$ cat config.mk
export PLATFORM = sky130hd
export DESIGN_NAME = warp_issue_top
export DESIGN_NICKNAME = d
export VERILOG_FILES = /design/src/hw/issue_pkg.sv /design/src/hw/exec_pkg.sv /design/src/hw/warp_issue_top.sv /design/src/hw/unit_port.sv /design/src/hw/dispatch_fsm.sv /design/src/hw/scoreboard.sv /design/src/hw/bundle_queue.sv /design/src/hw/queue_ptrs.sv
export SDC_FILE = /design/constraint.sdc
export NUM_CORES = 1
export LEC_CHECK = 0
export ABC_CLOCK_PERIOD_IN_PS = 16810
export BUFFER_PORTS_ARGS = -buffer_cell sky130_fd_sc_hd__buf_4
export CELL_PAD_IN_SITES_DETAIL_PLACEMENT = 0
export CELL_PAD_IN_SITES_GLOBAL_PLACEMENT = 1
export CORE_ASPECT_RATIO = 1.25
export CORE_MARGIN = 10
export CORE_UTILIZATION = 50
export CTS_BUF_LIST = sky130_fd_sc_hd__clkbuf_16
export DETAILED_ROUTE_END_ITERATION = 8
export PLACE_DENSITY = 0.82
export SETUP_SLACK_MARGIN = 0.4
export SLEW_MARGIN = 20
export SYNTH_ARGS = -nofsm -noshare
export SYNTH_HDL_FRONTEND = slang
export SYNTH_SLANG_ARGS = --single-unit
$ cat constraint.sdc
create_clock -name i_clk -period 16.81 [get_ports i_clk]
set_input_delay 2.5215 -clock i_clk [delete_from_list [all_inputs] [get_ports i_clk]]
set_output_delay 2.5215 -clock i_clk [all_outputs]
set_load 0.01 [all_outputs]
$ cat src/hw/issue_pkg.sv
package issue_pkg;

    // architectural register file size, x0 included
    localparam int NUM_REGS = 32;

    // immediates leave decode at this width and are widened during issue
    localparam int IMM_NARROW_W = 32;

    typedef logic [4:0] reg_addr_t;

    typedef enum logic {
        UNIT_ARITH = 1'b0,
        UNIT_LOGIC = 1'b1
    } unit_e;

    // one decoded instruction as written by the decode side
    typedef struct packed {
        reg_addr_t                rs1;
        reg_addr_t                rs2;
        reg_addr_t                rd;
        logic [IMM_NARROW_W-1:0]  imm32;
        unit_e                    unit;
        // when set, op2 comes from the immediate and rs2 is not read
        logic                     op2_is_imm;
        logic                     rd_wen;
        logic [2:0]               arith_opsel;
        logic                     arith_sub;
        logic                     arith_unsigned;
        logic                     arith_word;
        logic [2:0]               logic_opsel;
        logic                     logic_invert;
        logic                     logic_word;
    } bundle_t;

    // slot0 is older than slot1 in program order
    typedef struct packed {
        bundle_t slot0;
        bundle_t slot1;
    } pair_t;

endpackage
$ cat src/hw/exec_pkg.sv
package exec_pkg;

    localparam int XLEN = 64;

    typedef struct packed {
        logic [XLEN-1:0]      imm;
        logic [2:0]           opsel;
        logic                 sub;
        logic                 unsigned_op;
        logic                 word;
        logic                 op2_is_imm;
        issue_pkg::reg_addr_t rd;
        logic                 rd_wen;
        // register read bank, 0 for slot0 operands and 1 for slot1
        logic                 banksel;
    } arith_payload_t;

    typedef struct packed {
        logic [XLEN-1:0]      imm;
        logic [2:0]           opsel;
        logic                 invert;
        logic                 word;
        logic                 op2_is_imm;
        issue_pkg::reg_addr_t rd;
        logic                 rd_wen;
        logic                 banksel;
    } logic_payload_t;

    function automatic logic [XLEN-1:0] sext_imm(
        input logic [issue_pkg::IMM_NARROW_W-1:0] imm32
    );
        return {{(XLEN - issue_pkg::IMM_NARROW_W){imm32[issue_pkg::IMM_NARROW_W-1]}}, imm32};
    endfunction

    function automatic arith_payload_t make_arith_payload(
        input issue_pkg::bundle_t b,
        input logic               slot
    );
        arith_payload_t p;
        p.imm         = sext_imm(b.imm32);
        p.opsel       = b.arith_opsel;
        p.sub         = b.arith_sub;
        p.unsigned_op = b.arith_unsigned;
        p.word        = b.arith_word;
        p.op2_is_imm  = b.op2_is_imm;
        p.rd          = b.rd;
        p.rd_wen      = b.rd_wen;
        p.banksel     = slot;
        return p;
    endfunction

    function automatic logic_payload_t make_logic_payload(
        input issue_pkg::bundle_t b,
        input logic               slot
    );
        logic_payload_t p;
        p.imm        = sext_imm(b.imm32);
        p.opsel      = b.logic_opsel;
        p.invert     = b.logic_invert;
        p.word       = b.logic_word;
        p.op2_is_imm = b.op2_is_imm;
        p.rd         = b.rd;
        p.rd_wen     = b.rd_wen;
        p.banksel    = slot;
        return p;
    endfunction

endpackage

$ cat src/hw/warp_issue_top.sv
`timescale 1ns/100ps

module warp_issue_top #(
    parameter int LOG_DEPTH = 2
) (
    input  logic                           i_clk,
    input  logic                           i_rst_n,
    input  logic                           i_wen,
    input  issue_pkg::pair_t               i_pair,
    input  logic                           i_arith_ready,
    input  logic                           i_logic_ready,
    input  logic [issue_pkg::NUM_REGS-1:0] i_retire0,
    input  logic [issue_pkg::NUM_REGS-1:0] i_retire1,
    output logic                           o_full,
    output logic                           o_arith_valid,
    output exec_pkg::arith_payload_t       o_arith,
    output logic                           o_logic_valid,
    output exec_pkg::logic_payload_t       o_logic
);

    import issue_pkg::*;
    import exec_pkg::*;

    logic [LOG_DEPTH-1:0] wptr;
    logic [LOG_DEPTH-1:0] rptr;
    logic                 store;
    logic                 not_empty;
    pair_t                head;

    logic clear0;
    logic clear1;
    logic first_done;
    logic transmit0;
    logic transmit1;
    logic pop;
    logic arith_go;
    logic arith_slot;
    logic logic_go;
    logic logic_slot;

    arith_payload_t arith_cand0;
    arith_payload_t arith_cand1;
    logic_payload_t logic_cand0;
    logic_payload_t logic_cand1;

    queue_ptrs #(.LOG_DEPTH(LOG_DEPTH)) u_queue_ptrs (
        .i_clk       (i_clk),
        .i_rst_n     (i_rst_n),
        .i_wen       (i_wen),
        .i_pop       (pop),
        .o_wptr      (wptr),
        .o_rptr      (rptr),
        .o_full      (o_full),
        .o_not_empty (not_empty),
        .o_store     (store)
    );

    bundle_queue #(.LOG_DEPTH(LOG_DEPTH)) u_bundle_queue (
        .i_clk   (i_clk),
        .i_store (store),
        .i_wptr  (wptr),
        .i_rptr  (rptr),
        .i_pair  (i_pair),
        .o_head  (head)
    );

    scoreboard u_scoreboard (
        .i_clk        (i_clk),
        .i_rst_n      (i_rst_n),
        .i_head       (head),
        .i_first_done (first_done),
        .i_transmit0  (transmit0),
        .i_transmit1  (transmit1),
        .i_retire0    (i_retire0),
        .i_retire1    (i_retire1),
        .o_clear0     (clear0),
        .o_clear1     (clear1)
    );

    dispatch_fsm u_dispatch_fsm (
        .i_clk         (i_clk),
        .i_rst_n       (i_rst_n),
        .i_not_empty   (not_empty),
        .i_head        (head),
        .i_clear0      (clear0),
        .i_clear1      (clear1),
        .i_arith_ready (i_arith_ready),
        .i_logic_ready (i_logic_ready),
        .o_first_done  (first_done),
        .o_transmit0   (transmit0),
        .o_transmit1   (transmit1),
        .o_pop         (pop),
        .o_arith_go    (arith_go),
        .o_arith_slot  (arith_slot),
        .o_logic_go    (logic_go),
        .o_logic_slot  (logic_slot)
    );

    // both slots are formatted for both units, the ports pick one per cycle
    assign arith_cand0 = make_arith_payload(head.slot0, 1'b0);
    assign arith_cand1 = make_arith_payload(head.slot1, 1'b1);
    assign logic_cand0 = make_logic_payload(head.slot0, 1'b0);
    assign logic_cand1 = make_logic_payload(head.slot1, 1'b1);

    unit_port #(.payload_t(arith_payload_t)) u_arith_port (
        .i_clk     (i_clk),
        .i_rst_n   (i_rst_n),
        .i_go      (arith_go),
        .i_slot    (arith_slot),
        .i_cand0   (arith_cand0),
        .i_cand1   (arith_cand1),
        .o_valid   (o_arith_valid),
        .o_payload (o_arith)
    );

    unit_port #(.payload_t(logic_payload_t)) u_logic_port (
        .i_clk     (i_clk),
        .i_rst_n   (i_rst_n),
        .i_go      (logic_go),
        .i_slot    (logic_slot),
        .i_cand0   (logic_cand0),
        .i_cand1   (logic_cand1),
        .o_valid   (o_logic_valid),
        .o_payload (o_logic)
    );

endmodule

$ cat src/hw/unit_port.sv
`timescale 1ns/100ps

module unit_port #(
    parameter type payload_t = logic
) (
    input  logic     i_clk,
    input  logic     i_rst_n,
    input  logic     i_go,
    input  logic     i_slot,
    input  payload_t i_cand0,
    input  payload_t i_cand1,
    output logic     o_valid,
    output payload_t o_payload
);

    payload_t sel;
    payload_t payload_q;
    logic     valid_q;

    assign sel = i_slot ? i_cand1 : i_cand0;

    // valid is a one-cycle pulse per dispatched instruction
    always_ff @(posedge i_clk or negedge i_rst_n) begin
        if (!i_rst_n) begin
            valid_q <= 1'b0;
        end else begin
            valid_q <= i_go;
        end
    end

    // the payload holds its last value between dispatches
    always_ff @(posedge i_clk) begin
        if (i_go) begin
            payload_q <= sel;
        end
    end

    assign o_valid   = valid_q;
    assign o_payload = payload_q;

endmodule

$ cat src/hw/dispatch_fsm.sv
`timescale 1ns/100ps

module dispatch_fsm (
    input  logic             i_clk,
    input  logic             i_rst_n,
    input  logic             i_not_empty,
    input  issue_pkg::pair_t i_head,
    input  logic             i_clear0,
    input  logic             i_clear1,
    input  logic             i_arith_ready,
    input  logic             i_logic_ready,
    output logic             o_first_done,
    output logic             o_transmit0,
    output logic             o_transmit1,
    output logic             o_pop,
    output logic             o_arith_go,
    output logic             o_arith_slot,
    output logic             o_logic_go,
    output logic             o_logic_slot
);

    import issue_pkg::*;

    typedef enum logic {
        FIRST_PENDING  = 1'b0,
        SECOND_PENDING = 1'b1
    } state_e;

    state_e state;
    state_e state_next;

    unit_e  unit0;
    unit_e  unit1;
    logic   pending0;
    logic   ready0;
    logic   ready1;
    logic   same_cycle_ok;
    logic   s0_arith;
    logic   s1_arith;

    assign unit0 = i_head.slot0.unit;
    assign unit1 = i_head.slot1.unit;

    assign ready0 = (unit0 == UNIT_ARITH) ? i_arith_ready : i_logic_ready;
    assign ready1 = (unit1 == UNIT_ARITH) ? i_arith_ready : i_logic_ready;

    // slot0 is only still owed while the pair is in its first phase
    assign pending0 = i_not_empty && (state == FIRST_PENDING);

    assign o_transmit0 = pending0 && i_clear0 && ready0;

    // slot1 goes alongside slot0 only when the two go to different units
    // because each unit takes at most one instruction per cycle
    assign same_cycle_ok = o_transmit0 && (unit1 != unit0);

    assign o_transmit1 = i_not_empty && i_clear1 && ready1 &&
                         ((state == SECOND_PENDING) || same_cycle_ok);

    // the whole pair leaves the queue with its second instruction
    assign o_pop        = o_transmit1;
    assign o_first_done = (state == SECOND_PENDING);

    assign s0_arith = (unit0 == UNIT_ARITH);
    assign s1_arith = (unit1 == UNIT_ARITH);

    assign o_arith_go   = (o_transmit0 && s0_arith) || (o_transmit1 && s1_arith);
    assign o_arith_slot = o_transmit1 && s1_arith;
    assign o_logic_go   = (o_transmit0 && !s0_arith) || (o_transmit1 && !s1_arith);
    assign o_logic_slot = o_transmit1 && !s1_arith;

    always_comb begin
        state_next = state;
        case (state)
            FIRST_PENDING: begin
                if (o_transmit0 && !o_transmit1) begin
                    state_next = SECOND_PENDING;
                end
            end
            SECOND_PENDING: begin
                if (o_transmit1) begin
                    state_next = FIRST_PENDING;
                end
            end
            default: begin
                state_next = FIRST_PENDING;
            end
        endcase
    end

    always_ff @(posedge i_clk or negedge i_rst_n) begin
        if (!i_rst_n) begin
            state <= FIRST_PENDING;
        end else begin
            state <= state_next;
        end
    end

    // the pair whose slot0 has gone stays unchanged at the head until slot1 goes
    a_pair_held: assert property (@(posedge i_clk) disable iff (!i_rst_n)
        (state == SECOND_PENDING) |-> (i_not_empty && $stable(i_head)))
        else $error("head pair changed while its slot1 was still pending");

endmodule

$ cat src/hw/scoreboard.sv
`timescale 1ns/100ps

module scoreboard (
    input  logic                          i_clk,
    input  logic                          i_rst_n,
    input  issue_pkg::pair_t              i_head,
    input  logic                          i_first_done,
    input  logic                          i_transmit0,
    input  logic                          i_transmit1,
    input  logic [issue_pkg::NUM_REGS-1:0] i_retire0,
    input  logic [issue_pkg::NUM_REGS-1:0] i_retire1,
    output logic                          o_clear0,
    output logic                          o_clear1
);

    import issue_pkg::*;

    // one bit per register with an instruction in flight that writes it
    logic [NUM_REGS-1:0] reservation;
    logic [NUM_REGS-1:0] next_reservation;

    bundle_t             s0;
    bundle_t             s1;
    logic [NUM_REGS-1:0] s0_mask;
    logic [NUM_REGS-1:0] s1_mask;
    logic [NUM_REGS-1:0] reserve;
    logic                s1_reads_s0_rd;
    logic                pair_hazard;

    function automatic logic [NUM_REGS-1:0] reg_bit(input reg_addr_t addr);
        logic [NUM_REGS-1:0] one_hot;
        one_hot       = '0;
        one_hot[addr] = 1'b1;
        return one_hot;
    endfunction

    function automatic logic [NUM_REGS-1:0] use_mask(input bundle_t b);
        logic [NUM_REGS-1:0] rs2_bit;
        rs2_bit = b.op2_is_imm ? '0 : reg_bit(b.rs2);
        return reg_bit(b.rs1) | rs2_bit | reg_bit(b.rd);
    endfunction

    assign s0 = i_head.slot0;
    assign s1 = i_head.slot1;

    assign s0_mask = use_mask(s0);
    assign s1_mask = use_mask(s1);

    // slot1 may not read what slot0 writes in the same pair unless that is x0
    assign s1_reads_s0_rd = (s0.rd != '0) &&
                            ((s1.rs1 == s0.rd) || (!s1.op2_is_imm && (s1.rs2 == s0.rd)));

    // once slot0 has gone its rd is in the reservation, which covers the same cases
    assign pair_hazard = !i_first_done && ((s1.rd == s0.rd) || s1_reads_s0_rd);

    assign o_clear0 = ~|(reservation & s0_mask);
    assign o_clear1 = ~|(reservation & s1_mask) && !pair_hazard;

    always_comb begin
        reserve = '0;
        if (i_transmit0) begin
            reserve = reserve | reg_bit(s0.rd);
        end
        if (i_transmit1) begin
            reserve = reserve | reg_bit(s1.rd);
        end
        // x0 is hardwired and nothing ever waits on it
        reserve[0] = 1'b0;
        // a new reservation overrides a retirement of the same register
        next_reservation = (reservation & ~(i_retire0 | i_retire1)) | reserve;
    end

    always_ff @(posedge i_clk or negedge i_rst_n) begin
        if (!i_rst_n) begin
            reservation <= '0;
        end else begin
            reservation <= next_reservation;
        end
    end

    // dispatch may only send a slot that the hazard checks have cleared
    a_transmit_when_clear: assert property (@(posedge i_clk) disable iff (!i_rst_n)
        (!i_transmit0 || o_clear0) && (!i_transmit1 || o_clear1))
        else $error("slot transmitted while its registers were reserved");

endmodule

$ cat src/hw/bundle_queue.sv
`timescale 1ns/100ps

module bundle_queue #(
    parameter int LOG_DEPTH = 2
) (
    input  logic                 i_clk,
    input  logic                 i_store,
    input  logic [LOG_DEPTH-1:0] i_wptr,
    input  logic [LOG_DEPTH-1:0] i_rptr,
    input  issue_pkg::pair_t     i_pair,
    output issue_pkg::pair_t     o_head
);

    import issue_pkg::*;

    localparam int DEPTH = 2 ** LOG_DEPTH;

    pair_t mem [DEPTH];

    always_ff @(posedge i_clk) begin
        if (i_store) begin
            mem[i_wptr] <= i_pair;
        end
    end

    // show-ahead read, so the head pair is usable in the cycle after its write
    assign o_head = mem[i_rptr];

endmodule

$ cat src/hw/queue_ptrs.sv
`timescale 1ns/100ps

module queue_ptrs #(
    parameter int LOG_DEPTH = 2
) (
    input  logic                 i_clk,
    input  logic                 i_rst_n,
    input  logic                 i_wen,
    input  logic                 i_pop,
    output logic [LOG_DEPTH-1:0] o_wptr,
    output logic [LOG_DEPTH-1:0] o_rptr,
    output logic                 o_full,
    output logic                 o_not_empty,
    output logic                 o_store
);

    logic [LOG_DEPTH-1:0] wptr;
    logic [LOG_DEPTH-1:0] rptr;
    logic [LOG_DEPTH-1:0] count;

    // one entry always stays free, so equal pointers can only mean empty
    assign count       = wptr - rptr;
    assign o_full      = &count;
    assign o_not_empty = (count != '0);
    // a write that arrives while full is dropped rather than overwriting the head
    assign o_store     = i_wen && !o_full;

    always_ff @(posedge i_clk or negedge i_rst_n) begin
        if (!i_rst_n) begin
            wptr <= '0;
        end else if (o_store) begin
            wptr <= wptr + 1'b1;
        end
    end

    always_ff @(posedge i_clk or negedge i_rst_n) begin
        if (!i_rst_n) begin
            rptr <= '0;
        end else if (i_pop && o_not_empty) begin
            rptr <= rptr + 1'b1;
        end
    end

    assign o_wptr = wptr;
    assign o_rptr = rptr;

    // the decode side must watch o_full before writing
    a_no_write_when_full: assert property (@(posedge i_clk) disable iff (!i_rst_n)
        o_full |-> !i_wen)
        else $error("queue written while full");

    // dispatch may only retire a pair that is actually at the head
    a_no_pop_when_empty: assert property (@(posedge i_clk) disable iff (!i_rst_n)
        i_pop |-> o_not_empty)
        else $error("queue popped while empty");

endmodule

# Word-level counts from Yosys, hierarchy flattened
# Memory sizes are Yosys's and may differ from the RTL's.
# Index checks and enable logic that the tools add are counted.
dict set report word_totals {
  reg_bits 194
  ramBits 488
  output_inout_bits 158
  mem_count 1
}
dict set report op_classes {
  add_sub_neg 3
  n_lt_le_gt_ge 12
  n_eq_ne 4
  mux 25
  bitwise_logic 14
  n_reduce_logical 41
}
# name depth width read_ports rd_ports_with_merged_regs write_ports line_no
set memory_table {}
lappend memory_table {u_bundle_queue.mem 4 122 1 0 1 bundle_queue.sv:18} ;# pair_t mem [DEPTH];
# op n
set op_table {}
lappend op_table {{$or 32x32->32} 7}
lappend op_table {{$mux 32} 4}
lappend op_table {{$and 32x32->32} 3}
lappend op_table {{$mux 78} 1}
lappend op_table {{$mux 77} 1}
lappend op_table {{$reduce_or 32->1} 2}
lappend op_table {{$lt 5x6->1 const B} 6}
lappend op_table {{$not 32->32} 1}
lappend op_table {{$demux 1 s5} 6}
lappend op_table {{$ge 5x1->1 const B} 6}
lappend op_table {{$logic_and 1x1->1} 24}
lappend op_table {{$eq 5x5->1} 3}
lappend op_table {{$mux 1} 12}
lappend op_table {{$logic_not 1->1} 7}
lappend op_table {{$logic_or 1x1->1} 5}
lappend op_table {{$reduce_bool 5->1} 1}
lappend op_table {{$add 2x1->2 const B} 2}
lappend op_table {{$not 1->1} 3}
lappend op_table {{$pmux 1 s2} 1}
lappend op_table {{$reduce_and 2->1} 1}
lappend op_table {{$reduce_bool 2->1} 1}
lappend op_table {{$sub 2x2->2} 1}
lappend op_table {{$ne 1x1->1} 1}

# Logic depth before layout (Yosys ltp)
# Gate-level depths: netlist of run 1.
# An unclocked memory read counts as a cell.
dict set report logic_depth {
  word_depth 20
  mapped_depth 16
}

# Cells and area by module
# Synthesis of run 1 repeated with hierarchy kept, for this count alone.
dict set report unflattened {
  cells_unflattened 1496
  area_unflattened_um2 28449.8
}
# mod n_inst cells_each area_per_inst_um2 seq_area_each_um2
set modules_own_cells {}
lappend modules_own_cells {bundle_queue 1 642 17670.7 14654.1}
lappend modules_own_cells {scoreboard 1 478 3533.4 800.8}
lappend modules_own_cells {{unit_port at u_logic_port} 1 164 3404.5 2337.2}
lappend modules_own_cells {{unit_port at u_arith_port} 1 166 3390.8 2367.3}
lappend modules_own_cells {queue_ptrs 1 24 256.5 100.1}
lappend modules_own_cells {dispatch_fsm 1 20 186.4 25.0}
lappend modules_own_cells {warp_issue_top 1 2 7.5 0.0}

# Worst setup path before layout of run 1
# No wires, ideal clock.
dict set report synth_path {
  path_type {input to register}
  startpoint {in i_wen}
  endpoint {mem u_bundle_queue.mem[0][0] (netlist bit), enable pin}
  setup_time_ns 0.605
  t_arrival_ns 7.767
  required_time_ns 16.205
  path_slack_ns 8.438
  cell_stages 2
  path_buffers 0
  cell_sequence {o21ai_1 nor2_1}
}
dict set report synth_via {
  elab_chain_len 3
}
# element line_no
set synth_rtl {}
lappend synth_rtl {{start: declaration} warp_issue_top.sv:8} ;# input logic i_wen,
lappend synth_rtl {{$logic_and 1x1->1} queue_ptrs.sv:26} ;# assign o_store = i_wen && !o_full;
lappend synth_rtl {{$mux 1} bundle_queue.sv:21} ;# if (i_store) begin
lappend synth_rtl {{$mux 1 (implied by the code)} bundle_queue.sv:22} ;# mem[i_wptr] <= i_pair;
lappend synth_rtl {{end: declaration} bundle_queue.sv:18}
# Every way passes these cells.

==> results.ini, run 1 <==
[status]
status = complete, no violations

[clock_tree]
hold_buffers = 0
worstSkewPairLatency_ns = 0.62
cts_setup_buffers = 0
cts_root_buffer = clkbuf_16
h-tree-depth = 2
cts_resized = 0
max-clock-path-buffers = 3
clock-sinks = 618
clk_pin_slew_worst_paths_ns = 0.07
numCtsBuffers = 58
cts_tree = yes

[detailed_routing]
drt_first_pass_iters = 5
avgRoutedWirePerCell_um = 30.2
routed_via_density = 6.05
num_vias = 15300
wl_um = 76600
drcViolationCount = 0
antenna_left = 0
drt_iter0_drc = 1438

[setup_path]
r2r_end = u_arith_port.o_payload[15]$_DFFE_PP_
crit_type = reg -> reg
rr_startpoint = u_queue_ptrs.o_rptr[1]$_DFFE_PN0P_
end_kind = flop
critPathLaunchType = flop
cp.arrival_ns = 7.45
required_ns = 17.17
rr_worst_depth = 11
cp_max_fo = 69
ff2ff_setup_slack_ns = 9.72

[sta]
drv_slew = 0
max-slew-margin-rel_pct = 26.8
worstMarginPinSlew_ns = 1.10
setup_viol = 0
finClkSkew_ns = 0.0218
hold_viol = 0
timing.final.crit_share_pct = 42.2
post-route-min-period_ns = 7.09
finalSetupTns_ns = 0
fmax_mhz = 141
rsz0062_at_grt = no
hold_ws_ns = 0.536

[yosys]
ys_types = 76
yosysWarningCount = 0
syn_avg_cell_area_um2 = 17.5
synthCells = 1537
syn_area_um2 = 26900
synth_edf_count = 579
synth_seq_area_share_pct = 68.3
synth_nets = 1733
synth_seq_cells = 618
synth_ff_type = edfxtp_1
ys_async_sr_fraction_pct = 6.31

[die]
die_x_um = 227
start_util_pct = 50.3
floorplan.core_area_um2 = 53500
io_pins = 349
die_area_um2 = 63500
die_h_um = 279
rows = 95

[min_path]
min-delay-start = u_queue_ptrs.o_wptr[0]$_DFFE_PN0P_
hold_path.class = reg -> reg
whs_path_depth = 1
hold_end = u_queue_ptrs.o_wptr[0]$_DFFE_PN0P_

[grt]
grt_max_degree = 70
gr-total-overflow = 0
grt_pass1_wl_um = 110000
grt_pass1_vias = 15900
grt_util_all_layers_pct = 23.8
antenna_found_initial = 9

[finish]
design_area_um2 = 31600
final_core_util_pct = 59.0
syn2layout_area_growth_pct = 17.3
fin_cells = 2536
final_nets = 2002
drive_gt1_share_pct = 39.2
nFillCells = 3961

[placed_design]
postPlaceCellArea_um2 = 29600
placed_cells = 2425
io_buffers = 348
gp_congestion = 0.930
hpwl_um = 50100

[job]
maxCapViolations = 0

[power_and_ir_drop]
p_leak_nw = 10.9
p_per_area_nw_per_um2 = 206
ir_drop_v = 0.000170

## worst max-delay path by stage
stage | from | end | slack (ns) | cells past startpoint
6_report | u_queue_ptrs.o_rptr[1]$_DFFE_PN0P_ | u_arith_port.o_payload[15]$_DFFE_PP_ | 9.72 | 11
5_1_grt | u_queue_ptrs.o_rptr[1]$_DFFE_PN0P_ | u_arith_port.o_payload[7]$_DFFE_PP_ | 9.50 | 11
4_1_cts | u_queue_ptrs.o_rptr[1]$_DFFE_PN0P_ | u_arith_port.o_payload[15]$_DFFE_PP_ | 9.78 | 11
3_5_place_dp | u_queue_ptrs.o_rptr[1]$_DFFE_PN0P_ | u_arith_port.o_payload[14]$_DFFE_PP_ | 9.82 | 11
3_3_place_gp | u_queue_ptrs.o_rptr[1]$_DFFE_PN0P_ | u_arith_port.o_payload[18]$_DFFE_PP_ | 9.88 | 11
2_1_floorplan | i_wen | u_bundle_queue.mem[0][0]$_DFFE_PP_ | 8.44 | 2
## layer usage
metal,vias up,track usage [%],wire length [um],part of all wire [%]
met5,-,0,81,0.11
met4,10,10.4,3330,4.3
met3,169,5.86,5740,7.5
met2,615,39.4,38300,50
met1,7863,29.2,29200,38
li1,6691,-,-,-
## area by class of cell
class | instances | area, um2 | share of cell area, %
inverters | 28 | 105 | 0.333
clock inverters | 47 | 507 | 1.61
well taps | 679 | 850 | 2.69
clock buffers | 59 | 1480 | 4.68
flip-flops and latches | 618 | 18400 | 58.2
repair buffers | 365 | 2740 | 8.69
diodes | 5 | 12.5 | 0.0396
multi-input cells | 735 | 7500 | 23.8
## state kept, by name, summed over array words and instances, names as in the netlist
signal	cells
u_bundle_queue.mem	488
u_arith_port.o_payload	46
u_logic_port.o_payload	45
u_scoreboard.reservation	32
u_queue_ptrs.o_rptr	2
u_queue_ptrs.o_wptr	2
u_arith_port.o_valid	1
u_dispatch_fsm.o_first_done	1
u_logic_port.o_valid	1
## synthesized netlist by cell type (5+ instances only)
master    instances  area, um2
nor3b_1          15        113
edfxtp_1        579      17400
mux4_2          122       2750
o32a_1            6       60.1
nor2_1           55        206
buf_1            13       48.8
clkbuf_1         37        139
mux2_4           30        450
or4_1             7       52.6
nor4_1            7       43.8
a211oi_1          7       52.6
dfrtp_1          39        976
a21oi_1           9       45.0
ha_1              5       62.6
a31o_2           32        280
nand3b_1         24        180
o22ai_1           6       37.5
inv_1            28        105
xnor2_1          16        140
buf_4            71        533
nand2_1          46        173
buf_2            25        125
mux2i_1          23        230
mux2_2           66        743
o31ai_1          30        225
nand2b_1         12       75.1
a22oi_1           8       60.1
nand4_1          19        119
or3_1            18        113
nor3_1           15       75.1
buf_6             6       67.6
a31oi_1          15       93.8
nand3_1          38        190
o32ai_1           5       43.8
and3b_1           6       52.6
o21ai_0           8       40.0
nor2b_1          15       93.8
## stage by stage
step | power [mW] | setup slack (ns)
floorplan | 4.34 | 8.44
CTS | 6.56 | 9.78
finish | 6.50 | 9.72
detailed placement | 5.18 | 9.82
global placement | 5.13 | 9.88
global route | 6.80 | 9.50
## power by group
group | switching, mW | leakage, nW | internal, mW
Sequential | 0.278 | 5.83 | 2.29
Combinational | 1.50 | 4.11 | 1.07
Clock | 0.570 | 0.995 | 0.792
## kinds of logic after synthesis
| logic type | synth area share (%) |
|---|---|
| AO/OA/AOI/OAI | 4.60 |
| XOR/XNOR | 0.651 |
| adder cells (fa/ha/maj) | 0.233 |
| buffers and inverters | 4.06 |
| flip-flops | 68.3 |
| multiplexers | 15.6 |
| AND/OR/NAND/NOR | 6.60 |
## worst max-delay path, stage by stage (launching register included)
cell and delay (ns):
dfrtp_4 0.98, buf_4 0.92, mux4_2 0.72, nand2b_1 0.58, o32a_1 0.25, nand3_1 0.09, or4_4 0.55, nor4_4 0.47
nand2_4 0.31, a2111oi_4 0.45, buf_4 0.83, mux2_2 0.43
## cells in the final DEF (no fill, tap or decap), types with 24 or more instances in the layout
cell type  count
nand3b_1      24
nand3_1       38
nand2_1       46
a31o_2        31
o31ai_1       30
dfrtp_1       37
inv_1         36
mux2_2        66
nor2_1        51
mux4_2       122
edfxtp_1     579
clkbuf_16     59
mux2_4        30
buf_4        364
Note: power is estimated with default switching activity, not from simulation.
==> run 2: changes to the inputs <==
ABC_CLOCK_PERIOD_IN_PS = 6030   (was 16810)
CORE_UTILIZATION = 45   (was 50)
PLACE_DENSITY = 0.78   (was 0.82)
clock period = 6.03 ns   (was 16.81 ns; I/O delays follow)
==> run 2 against run 1 <==
Compared with the run above:
- clock power increased to 2.7 times the previous value
- flip-flop and latch count unchanged
- final cell count increased by 4.3%
- clock skew decreased by 0.0058 ns
- routed wire length increased by 3.2%
- critical endpoint is now u_logic_port.o_payload[9]$_DFFE_PP_
- largest power group is now combinational cells
==> results.ini, run 2 (synthesis results as in run 1) <==
[grt]
gr-total-overflow = 0  ; unchanged
grt_max_degree = 71  ; was 70
grt_util_all_layers_pct = 22.3  ; was 23.8%
antenna_found_initial = 8  ; was 9
grt_pass1_wl_um = 114000  ; was 110000 um
grt_pass1_vias = 16300  ; was 15900

[detailed_routing]
routed_via_density = 5.88  ; was 6.05
antenna_left = 0  ; unchanged
drt_iter0_drc = 1418  ; was 1438
num_vias = 15600  ; was 15300
drt_first_pass_iters = 8  ; was 5
avgRoutedWirePerCell_um = 29.9  ; was 30.2 um
wl_um = 79100  ; was 76600 um
drcViolationCount = 0  ; unchanged

[sta]
max-slew-margin-rel_pct = 23.7  ; was 26.8%
timing.final.crit_share_pct = 88.4  ; was 42.2%
fmax_mhz = 188  ; was 141 MHz
post-route-min-period_ns = 5.33  ; was 7.09 ns
drv_slew = 0  ; unchanged
worst_slack_ns = 0.702  ; was 9.72 ns
setup_viol = 0  ; unchanged
hold_viol = 0  ; unchanged
finClkSkew_ns = 0.0161  ; was 0.0218 ns
worstMarginPinSlew_ns = 1.14  ; was 1.10 ns
rsz0062_at_grt = no  ; unchanged
finalSetupTns_ns = 0  ; unchanged

[setup_path]
cp_max_fo = 31  ; was 69
rr_worst_depth = 11  ; unchanged
critPathLaunchType = flop  ; unchanged
required_ns = 6.39  ; was 17.17 ns
crit_type = reg -> reg  ; unchanged
end_kind = flop  ; unchanged
cp.arrival_ns = 5.69  ; was 7.45 ns

[power_and_ir_drop]
p_total_mw = 18.3  ; was 6.50 mW
p_per_area_nw_per_um2 = 573  ; was 206 nW/um2
ir_drop_v = 0.000331  ; was 0.000170 V
p_leak_nw = 11.1  ; was 10.9 nW

[finish]
final_nets = 2028  ; was 2002
layout_commonest_cell = edfxtp_1  ; unchanged
drive_gt1_share_pct = 39.8  ; was 39.2%
largest_register = u_bundle_queue.mem  ; unchanged
syn2layout_area_growth_pct = 18.6  ; was 17.3%
final_core_util_pct = 53.7  ; was 59.0%
largest_reg_flops = 488  ; unchanged
final_cell_mix = edfxtp_1 (579), buf_4 (381), mux4_2 (122)  ; was edfxtp_1 (579), buf_4 (364), mux4_2 (122)

[placed_design]
dp_slack_ns = 0.718  ; was 9.82 ns
io_buffers = 348  ; unchanged
gp_congestion = 0.914  ; was 0.930
hpwl_um = 55400  ; was 50100 um

[clock_tree]
clk_pin_slew_worst_paths_ns = 0.07  ; about the same
cts_tree = yes  ; unchanged
hold_buffers = 0  ; unchanged
max-clock-path-buffers = 3  ; unchanged
h-tree-depth = 2  ; unchanged
cts_setup_buffers = 0  ; unchanged
worstSkewPairLatency_ns = 0.62  ; about the same
cts_root_buffer = clkbuf_16  ; unchanged
cts_resized = 0  ; unchanged
clock-sinks = 618  ; unchanged
numCtsBuffers = 57  ; was 58

[die]
die_h_um = 293  ; was 279 um
rows = 100  ; was 95
die_area_um2 = 70000  ; was 63500 um2
floorplan.core_area_um2 = 59400  ; was 53500 um2
die_x_um = 239  ; was 227 um
io_pins = 349  ; unchanged
start_util_pct = 45.3  ; was 50.3%

[job]
maxCapViolations = 0  ; unchanged

[status]
status = complete, no violations  ; unchanged

[min_path]
hold_path.class = in -> async  ; was reg -> reg

-- run 2: worst paths after layout --
check | slack [ns] | start | endpoint
setup / recovery | 0.70 | u_queue_ptrs.o_rptr[0]$_DFFE_PN0P_ | u_logic_port.o_payload[9]$_DFFE_PP_
hold / removal | 0.29 | i_rst_n | u_scoreboard.reservation[25]$_DFF_PN0_
setup reg to reg | 0.70 | u_queue_ptrs.o_rptr[0]$_DFFE_PN0P_ | u_logic_port.o_payload[9]$_DFFE_PP_
hold reg to reg | 0.56 | u_queue_ptrs.o_wptr[0]$_DFFE_PN0P_ | u_queue_ptrs.o_wptr[0]$_DFFE_PN0P_
max in group asynchronous | 5.26 | i_rst_n | u_queue_ptrs.o_rptr[1]$_DFFE_PN0P_
min in group i_clk | 0.44 | i_retire0[0] | u_scoreboard.reservation[0]$_DFF_PN0_
-- run 2: worst max-delay path, stage by stage, from the launching register on --
cell and delay [ns]:
dfrtp_4 0.65, mux4_2 0.84, nand2b_1 0.64, o22a_1 0.27
o32ai_1 0.12, or4_4 0.55, nor4_4 0.47, a31oi_1 0.26
nor3b_2 0.33, buf_12 0.29, buf_4 0.25, mux2_2 0.35
-- run 2: power by group --
group          leakage (nW)  internal (mW)  switching, mW
Clock                 0.965           2.06           1.55
Combinational          4.28           3.20           4.45
Sequential             5.83           6.37          0.660
-- run 2: final cells by class --
type | count | area (um2)
sequential | 618 | 18400
clock buffer | 57 | 1430
timing repair buffer | 392 | 3080
fill | 4736 | 27500
antenna | 4 | 10.0
clock inverter | 47 | 447
multi-input combinational | 735 | 7510
tap | 765 | 957
inverter | 28 | 105
-- run 2: layer usage --
layer  share of wire [%]  GRT usage [%]  vias up
met5                0.10              0        -
met4                 4.2           9.23       10
met3                 6.1           4.54      167
met2                  51           38.0      596
met1                  38           27.1     8056
li1                    -              -     6734
-- run 2: stage by stage --
stage          instance area, um2  instances  hold slack, ns
2_1_floorplan               26900       1537           0.498
3_3_place_gp                30000       2536           0.522
3_5_place_dp                30000       2537           0.545
4_1_cts                     31900       2641           0.282
5_1_grt                     31900       2645           0.313
6_report                    31900       2646           0.292
